==> src/design/scsi_dma_pkg.sv <==
// SCSI DMA shared types
`default_nettype none

package scsi_dma_pkg;

    typedef logic [31:0] lword_t;       // FIFO and host data word
    typedef logic [7:0]  byte_t;        // SCSI data byte

    // Wishbone classic request, held by the master until ack
    typedef struct packed {
        logic       cyc;
        logic       stb;
        logic       we;
        logic [4:0] adr;                // Byte address
        lword_t     dat;
    } wb_req_t;

    typedef struct packed {
        logic   ack;
        lword_t dat;
    } wb_rsp_t;

    // Control state machine outputs
    typedef struct packed {
        logic cpu2s;        // CPU to SCSI register write
        logic dack;         // DMA acknowledge to the chip
        logic f2s;          // FIFO to SCSI byte cycle
        logic incbo;        // Advance byte pointer
        logic incni;        // FIFO push
        logic incno;        // FIFO pop
        logic rdfifo;       // Load unpack register
        logic re;
        logic rififo;       // Load packed word
        logic s2cpu;        // SCSI to CPU register read
        logic s2f;          // SCSI to FIFO byte cycle
        logic scsi_cs;
        logic we;
        logic set_dsack;    // End of register cycle
    } sm_cmd_t;

    // Control state machine inputs, apart from the chip's DMA request
    typedef struct packed {
        logic boeq3;
        logic rdfifo_o;
        logic rififo_o;
        logic ccpureq;
        logic rw;           // 1 reads the chip
        logic cdsack_n;
        logic dmadir;       // 1 moves SCSI to FIFO
        logic fifo_empty;
        logic fifo_full;
    } sm_stat_t;

    // Pins toward the SCSI chip
    typedef struct packed {
        logic       cs;
        logic       re;
        logic       we;
        logic       dack;
        logic [1:0] adr;
        byte_t      dout;
    } scsi_out_t;

    // Host address map
    localparam logic [4:0] ADR_CTRL   = 5'h00;
    localparam logic [4:0] ADR_STATUS = 5'h04;
    localparam logic [4:0] ADR_DATA   = 5'h08;
    localparam logic [4:0] ADR_SCSI   = 5'h10;  // Chip registers 0 to 3 up to 0x1C

endpackage

`default_nettype wire

==> src/design/scsi_sm.sv <==
// SCSI control state machine
`timescale 1ns/100ps
`default_nettype none

module scsi_sm
    import scsi_dma_pkg::*;
(
    input  wire      CLK,
    input  wire      nRESET,
    input  wire      sm_stat_t stat,
    input  wire      scsi_dreq_n,   // DMA request from the chip, active low
    output sm_cmd_t  cmd
);

    typedef enum logic [4:0] {
        s0  = 5'd0,     // Idle
        s1  = 5'd1,
        s2  = 5'd2,
        s3  = 5'd3,
        s4  = 5'd4,
        s6  = 5'd6,
        s8  = 5'd8,
        s9  = 5'd9,
        s10 = 5'd10,
        s12 = 5'd12,
        s14 = 5'd14,
        s17 = 5'd17,
        s18 = 5'd18,
        s19 = 5'd19,
        s20 = 5'd20,
        s22 = 5'd22,
        s24 = 5'd24,
        s25 = 5'd25,
        s26 = 5'd26,
        s28 = 5'd28,
        s30 = 5'd30
    } state_t;

    state_t state, state_next;
    logic   word_open;      // Unpack register holds bytes still to send
    logic   s2f_ok;
    logic   f2s_ok;

    // A DMA byte may start only when the FIFO side can take or give it
    assign s2f_ok = ~scsi_dreq_n & stat.dmadir & ~stat.fifo_full & ~stat.rififo_o;
    assign f2s_ok = ~scsi_dreq_n & ~stat.dmadir & ~stat.rdfifo_o &
                    (word_open | ~stat.fifo_empty);

    always_ff @(posedge CLK or negedge nRESET) begin
        if (!nRESET) begin
            state     <= s0;
            word_open <= 1'b0;
        end else begin
            state <= state_next;
            if (cmd.rdfifo) begin
                word_open <= 1'b1;
            end else if (cmd.incbo && cmd.f2s && stat.boeq3) begin
                word_open <= 1'b0;          // Last byte of the word sent
            end
        end
    end

    always_comb begin
        state_next = state;
        cmd        = '0;

        case (state)
            s0: begin
                cmd.incni = stat.rififo_o;  // Push the word packed last cycle
                if (s2f_ok) begin
                    cmd.dack   = 1'b1;
                    state_next = s24;
                end else if (f2s_ok) begin
                    cmd.dack   = 1'b1;
                    cmd.rdfifo = ~word_open;    // Fetch a new word at byte 0
                    state_next = s28;
                end else if (stat.ccpureq) begin
                    state_next = s8;
                end
            end

            // SCSI to FIFO byte
            s24, s4, s20: begin
                cmd.re     = 1'b1;
                cmd.s2f    = 1'b1;
                cmd.dack   = 1'b1;
                state_next = (state == s24) ? s4 : (state == s4) ? s20 : s12;
            end
            s12: begin
                cmd.incbo  = 1'b1;
                cmd.s2f    = 1'b1;
                cmd.rififo = stat.boeq3;
                state_next = s0;
            end

            // FIFO to SCSI byte
            s28: begin
                cmd.we     = 1'b1;
                cmd.f2s    = 1'b1;
                cmd.dack   = 1'b1;
                cmd.incno  = stat.rdfifo_o;     // Pop the word just loaded
                state_next = s2;
            end
            s2, s18: begin
                cmd.we     = 1'b1;
                cmd.f2s    = 1'b1;
                cmd.dack   = 1'b1;
                state_next = (state == s2) ? s18 : s1;
            end
            s1: begin
                cmd.f2s    = 1'b1;
                cmd.incbo  = 1'b1;
                state_next = s0;
            end

            // CPU register access
            s8: begin
                cmd.scsi_cs = 1'b1;
                if (stat.rw) begin
                    cmd.re     = 1'b1;
                    cmd.s2cpu  = 1'b1;
                    state_next = s10;
                end else begin
                    cmd.we     = 1'b1;
                    cmd.cpu2s  = 1'b1;
                    state_next = s17;
                end
            end
            s10, s30, s3: begin
                cmd.re      = 1'b1;
                cmd.s2cpu   = 1'b1;
                cmd.scsi_cs = 1'b1;
                state_next  = (state == s10) ? s30 : (state == s30) ? s3 : s19;
            end
            s19: begin
                cmd.re        = 1'b1;
                cmd.s2cpu     = 1'b1;
                cmd.scsi_cs   = 1'b1;   // Keeps read data valid at capture
                cmd.set_dsack = 1'b1;
                state_next    = s9;
            end
            s9: begin
                cmd.s2cpu  = 1'b1;
                state_next = s25;
            end
            s25: begin
                cmd.s2cpu = 1'b1;
                if (stat.cdsack_n) state_next = s0;     // Host has closed the cycle
            end
            s17, s26: begin
                cmd.we      = 1'b1;
                cmd.cpu2s   = 1'b1;
                cmd.scsi_cs = 1'b1;
                state_next  = (state == s17) ? s26 : s6;
            end
            s6: begin
                cmd.cpu2s     = 1'b1;
                cmd.scsi_cs   = 1'b1;
                cmd.set_dsack = 1'b1;
                state_next    = s22;
            end
            s22: state_next = s14;
            s14: begin
                if (stat.cdsack_n) state_next = s0;
            end

            default: state_next = s0;
        endcase
    end

endmodule

`default_nettype wire

==> src/design/dma_fifo.sv <==
// Longword FIFO
`timescale 1ns/100ps
`default_nettype none

module dma_fifo
    import scsi_dma_pkg::*;
#(
    parameter int FIFO_DEPTH = 8
) (
    input  wire    CLK,
    input  wire    nRESET,
    input  wire    scsi_push,
    input  wire    lword_t scsi_wdata,
    input  wire    scsi_pop,
    output lword_t scsi_rdata,
    input  wire    host_push,
    input  wire    lword_t host_wdata,
    input  wire    host_pop,
    output lword_t host_rdata,
    output logic   empty,
    output logic   full,
    output logic [$clog2(FIFO_DEPTH+1)-1:0] count
);

    localparam int AW = $clog2(FIFO_DEPTH);
    localparam int CW = $clog2(FIFO_DEPTH + 1);

    lword_t          mem [FIFO_DEPTH];
    logic [AW-1:0]   wr_ptr, rd_ptr;
    logic            push_en, pop_en;
    lword_t          wdata;

    function automatic logic [AW-1:0] ptr_inc(input logic [AW-1:0] p);
        return (p == AW'(FIFO_DEPTH - 1)) ? '0 : p + 1'b1;
    endfunction

    // Only one side writes in a given direction
    assign wdata   = scsi_push ? scsi_wdata : host_wdata;
    assign push_en = (scsi_push | host_push) & ~full;
    assign pop_en  = (scsi_pop | host_pop) & ~empty;

    assign empty = (count == '0);
    assign full  = (count == CW'(FIFO_DEPTH));

    assign scsi_rdata = mem[rd_ptr];    // Head word, shown to both sides
    assign host_rdata = mem[rd_ptr];

    always_ff @(posedge CLK) begin
        if (push_en) mem[wr_ptr] <= wdata;
    end

    always_ff @(posedge CLK or negedge nRESET) begin
        if (!nRESET) begin
            wr_ptr <= '0;
            rd_ptr <= '0;
            count  <= '0;
        end else begin
            if (push_en) wr_ptr <= ptr_inc(wr_ptr);
            if (pop_en)  rd_ptr <= ptr_inc(rd_ptr);
            case ({push_en, pop_en})
                2'b10:   count <= count + 1'b1;
                2'b01:   count <= count - 1'b1;
                default: count <= count;        // Both or neither
            endcase
        end
    end

endmodule

`default_nettype wire

==> src/design/byte_lane.sv <==
// Byte packing and unpacking lane
`timescale 1ns/100ps
`default_nettype none

module byte_lane
    import scsi_dma_pkg::*;
(
    input  wire    CLK,
    input  wire    nRESET,
    input  wire    sm_cmd_t cmd,
    input  wire    byte_t din,
    input  wire    lword_t fifo_rdata,
    output lword_t pack_word,
    output byte_t  dout,
    output logic   boeq3,
    output logic   rififo_o,
    output logic   rdfifo_o
);

    logic [1:0] bo;             // Byte pointer, byte 0 is most significant
    logic [4:0] lane_sel;       // Bit offset of the current byte
    lword_t     pack_sr;        // Word being assembled from the chip
    lword_t     unpack;         // Word being sent to the chip

    assign boeq3    = (bo == 2'd3);
    assign lane_sel = {~bo, 3'b000};
    assign dout     = unpack[lane_sel +: 8];

    always_ff @(posedge CLK or negedge nRESET) begin
        if (!nRESET) begin
            bo       <= 2'd0;
            rififo_o <= 1'b0;
            rdfifo_o <= 1'b0;
        end else begin
            if (cmd.incbo) bo <= bo + 2'd1;

            if (cmd.rififo) begin
                rififo_o <= 1'b1;
            end else if (cmd.incni) begin
                rififo_o <= 1'b0;       // Word now pushed
            end

            if (cmd.rdfifo) begin
                rdfifo_o <= 1'b1;
            end else if (cmd.incno) begin
                rdfifo_o <= 1'b0;
            end
        end
    end

    always_ff @(posedge CLK) begin
        // Written in every strobe cycle, so the final one decides
        if (cmd.s2f && cmd.re) pack_sr[lane_sel +: 8] <= din;
        if (cmd.rififo) pack_word <= pack_sr;
        if (cmd.rdfifo) unpack <= fifo_rdata;
    end

endmodule

`default_nettype wire

==> src/design/host_port.sv <==
// Wishbone host port
`timescale 1ns/100ps
`default_nettype none

module host_port
    import scsi_dma_pkg::*;
#(
    parameter int FIFO_DEPTH = 8
) (
    input  wire     CLK,
    input  wire     nRESET,
    input  wire     wb_req_t wb_i,
    output wb_rsp_t wb_o,
    input  wire     sm_cmd_t cmd,
    input  wire     byte_t scsi_din,
    input  wire     empty,
    input  wire     full,
    input  wire     [$clog2(FIFO_DEPTH+1)-1:0] count,
    input  wire     lword_t host_rdata,
    output logic    host_push,
    output logic    host_pop,
    output logic    ccpureq,
    output logic    rw,
    output logic    cdsack_n,
    output logic    dmadir,
    output logic [1:0] reg_adr,
    output byte_t   reg_wdata
);

    logic   req;
    logic   ctrl_sel, stat_sel, data_sel, win_sel;
    logic   win_req;
    logic   reg_done;       // CTRL, STATUS or unmapped access
    logic   dsack_evt;
    logic   ack_q;
    lword_t rsp_dat;
    lword_t status_word;
    lword_t misc_rdata;

    assign req      = wb_i.cyc & wb_i.stb;
    assign win_sel  = ({wb_i.adr[4], 4'b0000} == ADR_SCSI);
    assign ctrl_sel = (wb_i.adr[4:2] == ADR_CTRL[4:2]);
    assign stat_sel = (wb_i.adr[4:2] == ADR_STATUS[4:2]);
    assign data_sel = (wb_i.adr[4:2] == ADR_DATA[4:2]);

    assign reg_done  = req & ~win_sel & ~data_sel & ~ack_q;
    assign host_push = req & data_sel & wb_i.we & ~full & ~ack_q;    // Waits while full
    assign host_pop  = req & data_sel & ~wb_i.we & ~empty & ~ack_q;  // Waits while empty

    // Register window toward the state machine
    assign win_req   = req & win_sel;
    assign ccpureq   = win_req & cdsack_n;
    assign rw        = ~wb_i.we;
    assign reg_adr   = wb_i.adr[3:2];
    assign reg_wdata = wb_i.dat[7:0];
    assign dsack_evt = cmd.set_dsack & win_req;

    // Count starts at bit 4
    assign status_word = (lword_t'(count) << 4) | {30'b0, full, empty};

    always_comb begin
        if (stat_sel) begin
            misc_rdata = status_word;
        end else if (ctrl_sel) begin
            misc_rdata = {31'b0, dmadir};
        end else begin
            misc_rdata = '0;
        end
    end

    always_ff @(posedge CLK or negedge nRESET) begin
        if (!nRESET) begin
            ack_q    <= 1'b0;
            dmadir   <= 1'b0;
            cdsack_n <= 1'b1;
        end else begin
            ack_q <= reg_done | host_push | host_pop | dsack_evt;
            if (reg_done && ctrl_sel && wb_i.we) dmadir <= wb_i.dat[0];
            if (dsack_evt) begin
                cdsack_n <= 1'b0;
            end else if (!win_req) begin
                cdsack_n <= 1'b1;       // Master has dropped the strobe
            end
        end
    end

    always_ff @(posedge CLK) begin
        if (host_pop) begin
            rsp_dat <= host_rdata;
        end else if (dsack_evt && rw) begin
            rsp_dat <= {24'b0, scsi_din};   // Chip register in the low byte
        end else if (reg_done) begin
            rsp_dat <= misc_rdata;
        end
    end

    assign wb_o = '{ack: ack_q, dat: rsp_dat};

endmodule

`default_nettype wire

==> src/design/scsi_dma_top.sv <==
// SCSI DMA controller top level
`timescale 1ns/100ps
`default_nettype none

module scsi_dma_top
    import scsi_dma_pkg::*;
#(
    parameter int FIFO_DEPTH = 8
) (
    input  wire       CLK,
    input  wire       nRESET,
    input  wire       wb_req_t wb_i,
    output wb_rsp_t   wb_o,
    input  wire       scsi_dreq_n,
    input  wire       byte_t scsi_din,
    output scsi_out_t scsi_o
);

    sm_cmd_t    cmd;
    sm_stat_t   stat;
    lword_t     pack_word;
    lword_t     fifo_rdata;
    lword_t     host_rdata;
    byte_t      lane_dout;
    byte_t      reg_wdata;
    logic [1:0] reg_adr;
    logic       boeq3, rififo_o, rdfifo_o;
    logic       ccpureq, rw, cdsack_n, dmadir;
    logic       empty, full;
    logic       host_push, host_pop;
    logic [$clog2(FIFO_DEPTH+1)-1:0] count;

    assign stat = '{boeq3: boeq3, rdfifo_o: rdfifo_o, rififo_o: rififo_o,
                    ccpureq: ccpureq, rw: rw, cdsack_n: cdsack_n, dmadir: dmadir,
                    fifo_empty: empty, fifo_full: full};

    // Register writes drive the host byte, DMA drives the lane byte
    assign scsi_o = '{cs: cmd.scsi_cs, re: cmd.re, we: cmd.we, dack: cmd.dack,
                      adr: reg_adr, dout: cmd.cpu2s ? reg_wdata : lane_dout};

    scsi_sm u_sm (
        .CLK(CLK), .nRESET(nRESET), .stat(stat), .scsi_dreq_n(scsi_dreq_n), .cmd(cmd)
    );

    dma_fifo #(.FIFO_DEPTH(FIFO_DEPTH)) u_fifo (
        .CLK(CLK), .nRESET(nRESET),
        .scsi_push(cmd.incni), .scsi_wdata(pack_word),
        .scsi_pop(cmd.incno), .scsi_rdata(fifo_rdata),
        .host_push(host_push), .host_wdata(wb_i.dat),
        .host_pop(host_pop), .host_rdata(host_rdata),
        .empty(empty), .full(full), .count(count)
    );

    byte_lane u_lane (
        .CLK(CLK), .nRESET(nRESET), .cmd(cmd), .din(scsi_din),
        .fifo_rdata(fifo_rdata), .pack_word(pack_word), .dout(lane_dout),
        .boeq3(boeq3), .rififo_o(rififo_o), .rdfifo_o(rdfifo_o)
    );

    host_port #(.FIFO_DEPTH(FIFO_DEPTH)) u_host (
        .CLK(CLK), .nRESET(nRESET), .wb_i(wb_i), .wb_o(wb_o), .cmd(cmd),
        .scsi_din(scsi_din), .empty(empty), .full(full), .count(count),
        .host_rdata(host_rdata), .host_push(host_push), .host_pop(host_pop),
        .ccpureq(ccpureq), .rw(rw), .cdsack_n(cdsack_n), .dmadir(dmadir),
        .reg_adr(reg_adr), .reg_wdata(reg_wdata)
    );

endmodule

`default_nettype wire

==> config.mk <==
export PLATFORM = sky130hd
export DESIGN_NAME = scsi_dma_top
export DESIGN_NICKNAME = d
export VERILOG_FILES = /design/src/design/scsi_dma_pkg.sv /design/src/design/scsi_sm.sv /design/src/design/dma_fifo.sv /design/src/design/byte_lane.sv /design/src/design/host_port.sv /design/src/design/scsi_dma_top.sv
export SDC_FILE = /design/constraint.sdc
export NUM_CORES = 1
export LEC_CHECK = 0
export BUFFER_PORTS_ARGS = -buffer_cell sky130_fd_sc_hd__buf_2
export CORE_UTILIZATION = 58
export CTS_CLUSTER_DIAMETER = 50
export CTS_CLUSTER_SIZE = 24
export DETAILED_ROUTE_END_ITERATION = 8
export GPL_ROUTABILITY_DRIVEN = 1
export PLACE_DENSITY = 0.74
export SLEW_MARGIN = 20
export SYNTH_ARGS = -nofsm -noshare
export SYNTH_HDL_FRONTEND = slang
export SYNTH_HIERARCHICAL = 1
export SYNTH_SLANG_ARGS = --single-unit
==> constraint.sdc <==
create_clock -name CLK -period 6.33 [get_ports CLK]
set_input_delay 1.266 -clock CLK [delete_from_list [all_inputs] [get_ports CLK]]
set_output_delay 1.266 -clock CLK [all_outputs]
set_load 0.02 [all_outputs]
* Yosys cells after proc, flatten, opt, wreduce, memory -nomap -nowiden *
Memories as Yosys holds them, arrays and structs flattened.
Cells that the tools add are included.

word-level totals
  flip-flop bits (word level) = 151
  memory bits (writable) = 256
  bits of input ports = 51
  output and inout port bits = 47
  logic and storage cells = 178
  memories kept = 1

cells by class
  $add $sub $neg = 6
  equality and inequality tests = 31
  shift operators = 3
  mux-type cells = 52
  bitwise logic cells = 41
  reductions and logical operators = 29

memories
  name        words  width  rd ports  clocked after memory_dff  wr ports  line            source
  u_fifo.mem  8      32     1         0                         1         dma_fifo.sv:28  lword_t mem [FIFO_DEPTH];

operators by type and width
  cell                                                                    number
  32-bit 2-to-1 mux                                                       4
  5-bit one-hot mux with 12 select lines                                  1
  5-bit 2-to-1 mux                                                        11
  5-bit == test, second input constant                                    10
  32-bit bitwise mux                                                      1
  8-bit by 7-bit variable shift with 32-bit output, first input constant  1
  32-bit by 6-bit indexed part select with 8-bit output                   1
  8-bit by 7-bit indexed part select with 32-bit output                   1
  1-bit 2-to-1 mux                                                        26
  5-bit by 4-bit == test with 1-bit output, second input constant         5
  1-bit bitwise AND                                                       22
  8-bit 2-to-1 mux                                                        2
  1-bit inverter                                                          11
  5-bit by 2-bit == test with 1-bit output, second input constant         2
  5-bit by 3-bit == test with 1-bit output, second input constant         2
  2-bit OR reduction                                                      5
  3-bit OR reduction                                                      3
  8-bit by 2-bit OR with 8-bit output                                     1
  1-bit one-hot mux with 2 select lines                                   4
  4-bit one-hot mux with 2 select lines                                   1
  2-bit nonzero test                                                      4
  4-bit OR reduction                                                      2
  8-bit OR reduction                                                      1
  5-bit negator with 7-bit output                                         1
  other kinds (26)                                                        40

* Depth between registers and ports, before layout *
  word-level depth = 9
  gate-level depth with buffers = 12
  mapped depth without buffers = 9

* Cells and area by module *
Netlist, hierarchy kept.

by module, submodules not included
  module        instances  cells each  area an instance (um^2)  sequential area each (um^2)
  dma_fifo      1          509         10936.7                  7937.6
  byte_lane     1          171         3653.5                   2982.9
  host_port     1          114         1609.0                   1037.2
  scsi_sm       1          121         857.1                    150.1
  scsi_dma_top  1          9           131.4                    0.0

* Worst setup path after synthesis *
No wires, ideal clock.

  path kind = input to register
  from = input port wb_i[36] (netlist bit)
  to = memory u_fifo/mem[0][0] (netlist bit), enable pin
  setup time = 0.501 ns
  data arrival time = 5.116 ns
  required time = 5.829 ns
  setup slack = 0.713 ns
  stages = 5
  buffers on the path = 0
  cells stage by stage = and4bb_2 nand2_1 nor3_1 o21ai_2 nor4_1

between the ends
  word-level cells in the longest chain between the ends = 9

ends and longest elaborated chain
  what                                      line                source
  start: declaration                        scsi_dma_top.sv:12  input wire wb_req_t wb_i,
  3-bit by 2-bit == test with 1-bit output  host_port.sv:44     assign data_sel = (wb_i.adr[4:2] == ADR_DATA[4:2]);
  1-bit bitwise AND (4 in series)           host_port.sv:47     assign host_push = req & data_sel & wb_i.we & ~full & ~ack_q;
  net host_push                             scsi_dma_top.sv:30  logic host_push, host_pop;
  1-bit OR                                  dma_fifo.sv:39      assign push_en = (scsi_push | host_push) & ~full;
  1-bit bitwise AND                         dma_fifo.sv:39
  1-bit 2-to-1 mux                          dma_fifo.sv:49      if (push_en) mem[wr_ptr] <= wdata;
  1-bit 2-to-1 mux (implied by the code)    dma_fifo.sv:49
  end: declaration                          dma_fifo.sv:28

The timed path passes the listed nets, and every way through them passes these cells.

==> impl_metrics.env <==
export IMPL_outcome="finished, final reports clean"
export IMPL_rr_startpoint="u_sm/state[0]"
export IMPL_hold_viol_final=0
export IMPL_grt_usage_pct=24.5
export IMPL_cts_sinks=407
export IMPL_synthCells=917
export IMPL_min_from="u_lane/pack_sr[29]"
export IMPL_worst_pin_slew_ns=0.969
export IMPL_die_w_um=174
export IMPL_dp_cells=1324
export IMPL_drv_cap=0
export IMPL_via_count=8584
export IMPL_drtIter0Drc=810
export IMPL_antenna_found_initial=2
export IMPL_layout_nets=1040
export IMPL_cts_tree="done"
export IMPL_worstPathMaxFanout=8
export IMPL_ys_warn_count=6
export IMPL_setup_ws_ns=1.85
export IMPL_die_h_um=174
export IMPL_post_place_ws_ns=1.87
export IMPL_critPathSlowestCell="mux2_4"
export IMPL_final_max_slew_viol_count=0
export IMPL_worstPathArrival_ns=3.21
export IMPL_critPathTopFamily="buffers and inverters"
export IMPL_cp_common_cell="buf_2"
export IMPL_cp_slowest_stage_delay_ns=0.34
export IMPL_htree_levels=2
export IMPL_worst_endpoint_required_ns=5.06
export IMPL_globalplace_congestion=0.848
export IMPL_wl_um=36200
export IMPL_dpl_hpwl_um=22300
export IMPL_fin_hold_ws_ns=0.419
export IMPL_fp_coreArea_um2=28900
export IMPL_final_antenna_net_count=0
export IMPL_fmax_ghz=0.223
export IMPL_max_clock_path_buffers=3
export IMPL_pwr_share_seq_pct=46.3
export IMPL_crit_type="in2out"
export IMPL_finalSetupTns_ns=0
export IMPL_power_density_nw_per_um2=395
export IMPL_critPathBufInv=4
export IMPL_cts_buffers=34
export IMPL_fin_skew_ns=0.0246
export IMPL_drc=0
export IMPL_setup_violations=0
export IMPL_drive_above_1_share_pct=34.6
export IMPL_end_kind="output port"
export IMPL_ctsResizeCount=0
export IMPL_start_util_pct=59.4
export IMPL_first_pass_iters=5
export IMPL_synth_area_um2=17100
export IMPL_grt_max_degree=49
export IMPL_grt_ovfl_total=0
export IMPL_avgRoutedWirePerCell_um=26.1
export IMPL_num_antenna_cells=0
export IMPL_die_area_um2=30200
export IMPL_syn_nets=981
export IMPL_grt_pass1_wl_um=54000
export IMPL_final_util_pct=65.4
export IMPL_syn_to_final_growth_pct=10.0
export IMPL_worstSetupStartpointType="primary input"
export IMPL_cts_setup_buffers=0
export IMPL_io_pins=98
export IMPL_clkPwrFrac_pct=28.8
export IMPL_syn_area_per_cell_um2=18.7
export IMPL_vdd_drop_max_mv=0.261
export IMPL_p_sw_uw=2210
export IMPL_cts_root_buf="clkbuf_16"
export IMPL_grt_pass1_vias=8531
export IMPL_final_cells=1384
export IMPL_cts_reportedPaths_clkPinSlew_ns=0.07
export IMPL_startpoint="wb_i[37]"
export IMPL_portBuffers=95
export IMPL_viasPerCell=6.20
export IMPL_rsz0062_at_grt="false"
export IMPL_combPwrFrac_pct=24.9
export IMPL_postCtsHoldBufs=0
export IMPL_clk_latency_ns=0.52
export IMPL_worstHoldPathType="reg2reg"
export IMPL_row_count=62
export IMPL_period_minus_slack_ns=4.48
export IMPL_slew_headroom_pct=35.2
export IMPL_intPower_uw=5240
export IMPL_cp_cell_sequence="buf_2, inv_1, or2_2, o21a_1, o32a_1, o32ai_2, buf_4, mux2_4, buf_2"
export IMPL_finalCritPeriodShare_pct=70.7
export IMPL_netSwitchingFraction_pct=29.6
export IMPL_p_leak_uw=0.00635
==> worst register-to-register path, stage by stage, from the launching register on <==
cell and delay, ns:
dfrtp_1 0.62, or2_1 0.43, nor3_1 0.27, and2_2 0.18, buf_4 0.51, nor2_1 0.16, nand3b_1 0.40, nor2_4 0.86
buf_4 0.37
==> cell type report <==
type	instances	area (µm²)
Sequential cell	407	12100
Fill cell	1937	9990
Multi-Input combinational cell	403	4440
Clock buffer	37	883
Timing Repair Buffer	114	618
Tap cell	384	480
Clock inverter	23	273
Inverter	16	60.1
==> layer usage <==
layer / share of wire [%] / track usage [%]
met1: 41 / 34.8
met2: 48 / 39.2
met3: 7.8 / 4.44
met4: 2.9 / 7.60
met5: 0.064 / 0
==> registers in the layout (all words and copies together), names as in the netlist <==
signal / count
u_fifo/rd_ptr: 3
u_host/rsp_dat: 32
u_lane/rdfifo_o: 1
u_lane/bo: 2
u_host/dmadir: 1
u_sm/state: 5
u_lane/pack_word: 32
u_sm/word_open: 1
u_lane/pack_sr: 32
u_fifo/wr_ptr: 3
u_fifo/mem: 256
u_fifo/count: 4
u_lane/rififo_o: 1
u_lane/unpack: 32
u_host/ack_q: 1
u_host/cdsack_n: 1
==> layout by cell type (no fill, tap or decap), types with 16 or more instances in the layout <==
cell       instances
buf_4             19
clkbuf_16         35
mux2_2            78
dfrtp_1           20
buf_2             95
edfxtp_1         384
and2_1            49
mux4_2            62
o21ai_0           16
nand2_1           23
==> worst paths after layout <==
check	depth (start not counted)	slack [ns]	end
min in group asynchronous	1	0.75	u_host/ack_q
worst min-delay path	0	0.42	u_lane/pack_word[29]
worst max register to register	8	2.26	u_fifo/mem[3][20]
worst min register to register	0	0.42	u_lane/pack_word[29]
max in group asynchronous	1	5.15	u_fifo/rd_ptr[0]
worst max-delay path	9	1.85	scsi_o[2]
==> power groups by stage <==
stage	sequential (µW)	combinational [µW]	clock (µW)
floorplan	3310	1750	0
global placement	3510	1820	0
detailed placement	3520	1850	0
CTS	3460	1860	2170
global route	3490	1980	2270
finish	3450	1850	2150
==> per-stage QoR <==
step	instance area, µm²	total power [µW]
2_1_floorplan	17100	5070
3_3_place_gp	17700	5320
3_5_place_dp	17700	5360
4_1_cts	18900	7490
5_1_grt	18900	7740
6_report	18900	7450
No activity file was read; power rests on OpenSTA's default activity.
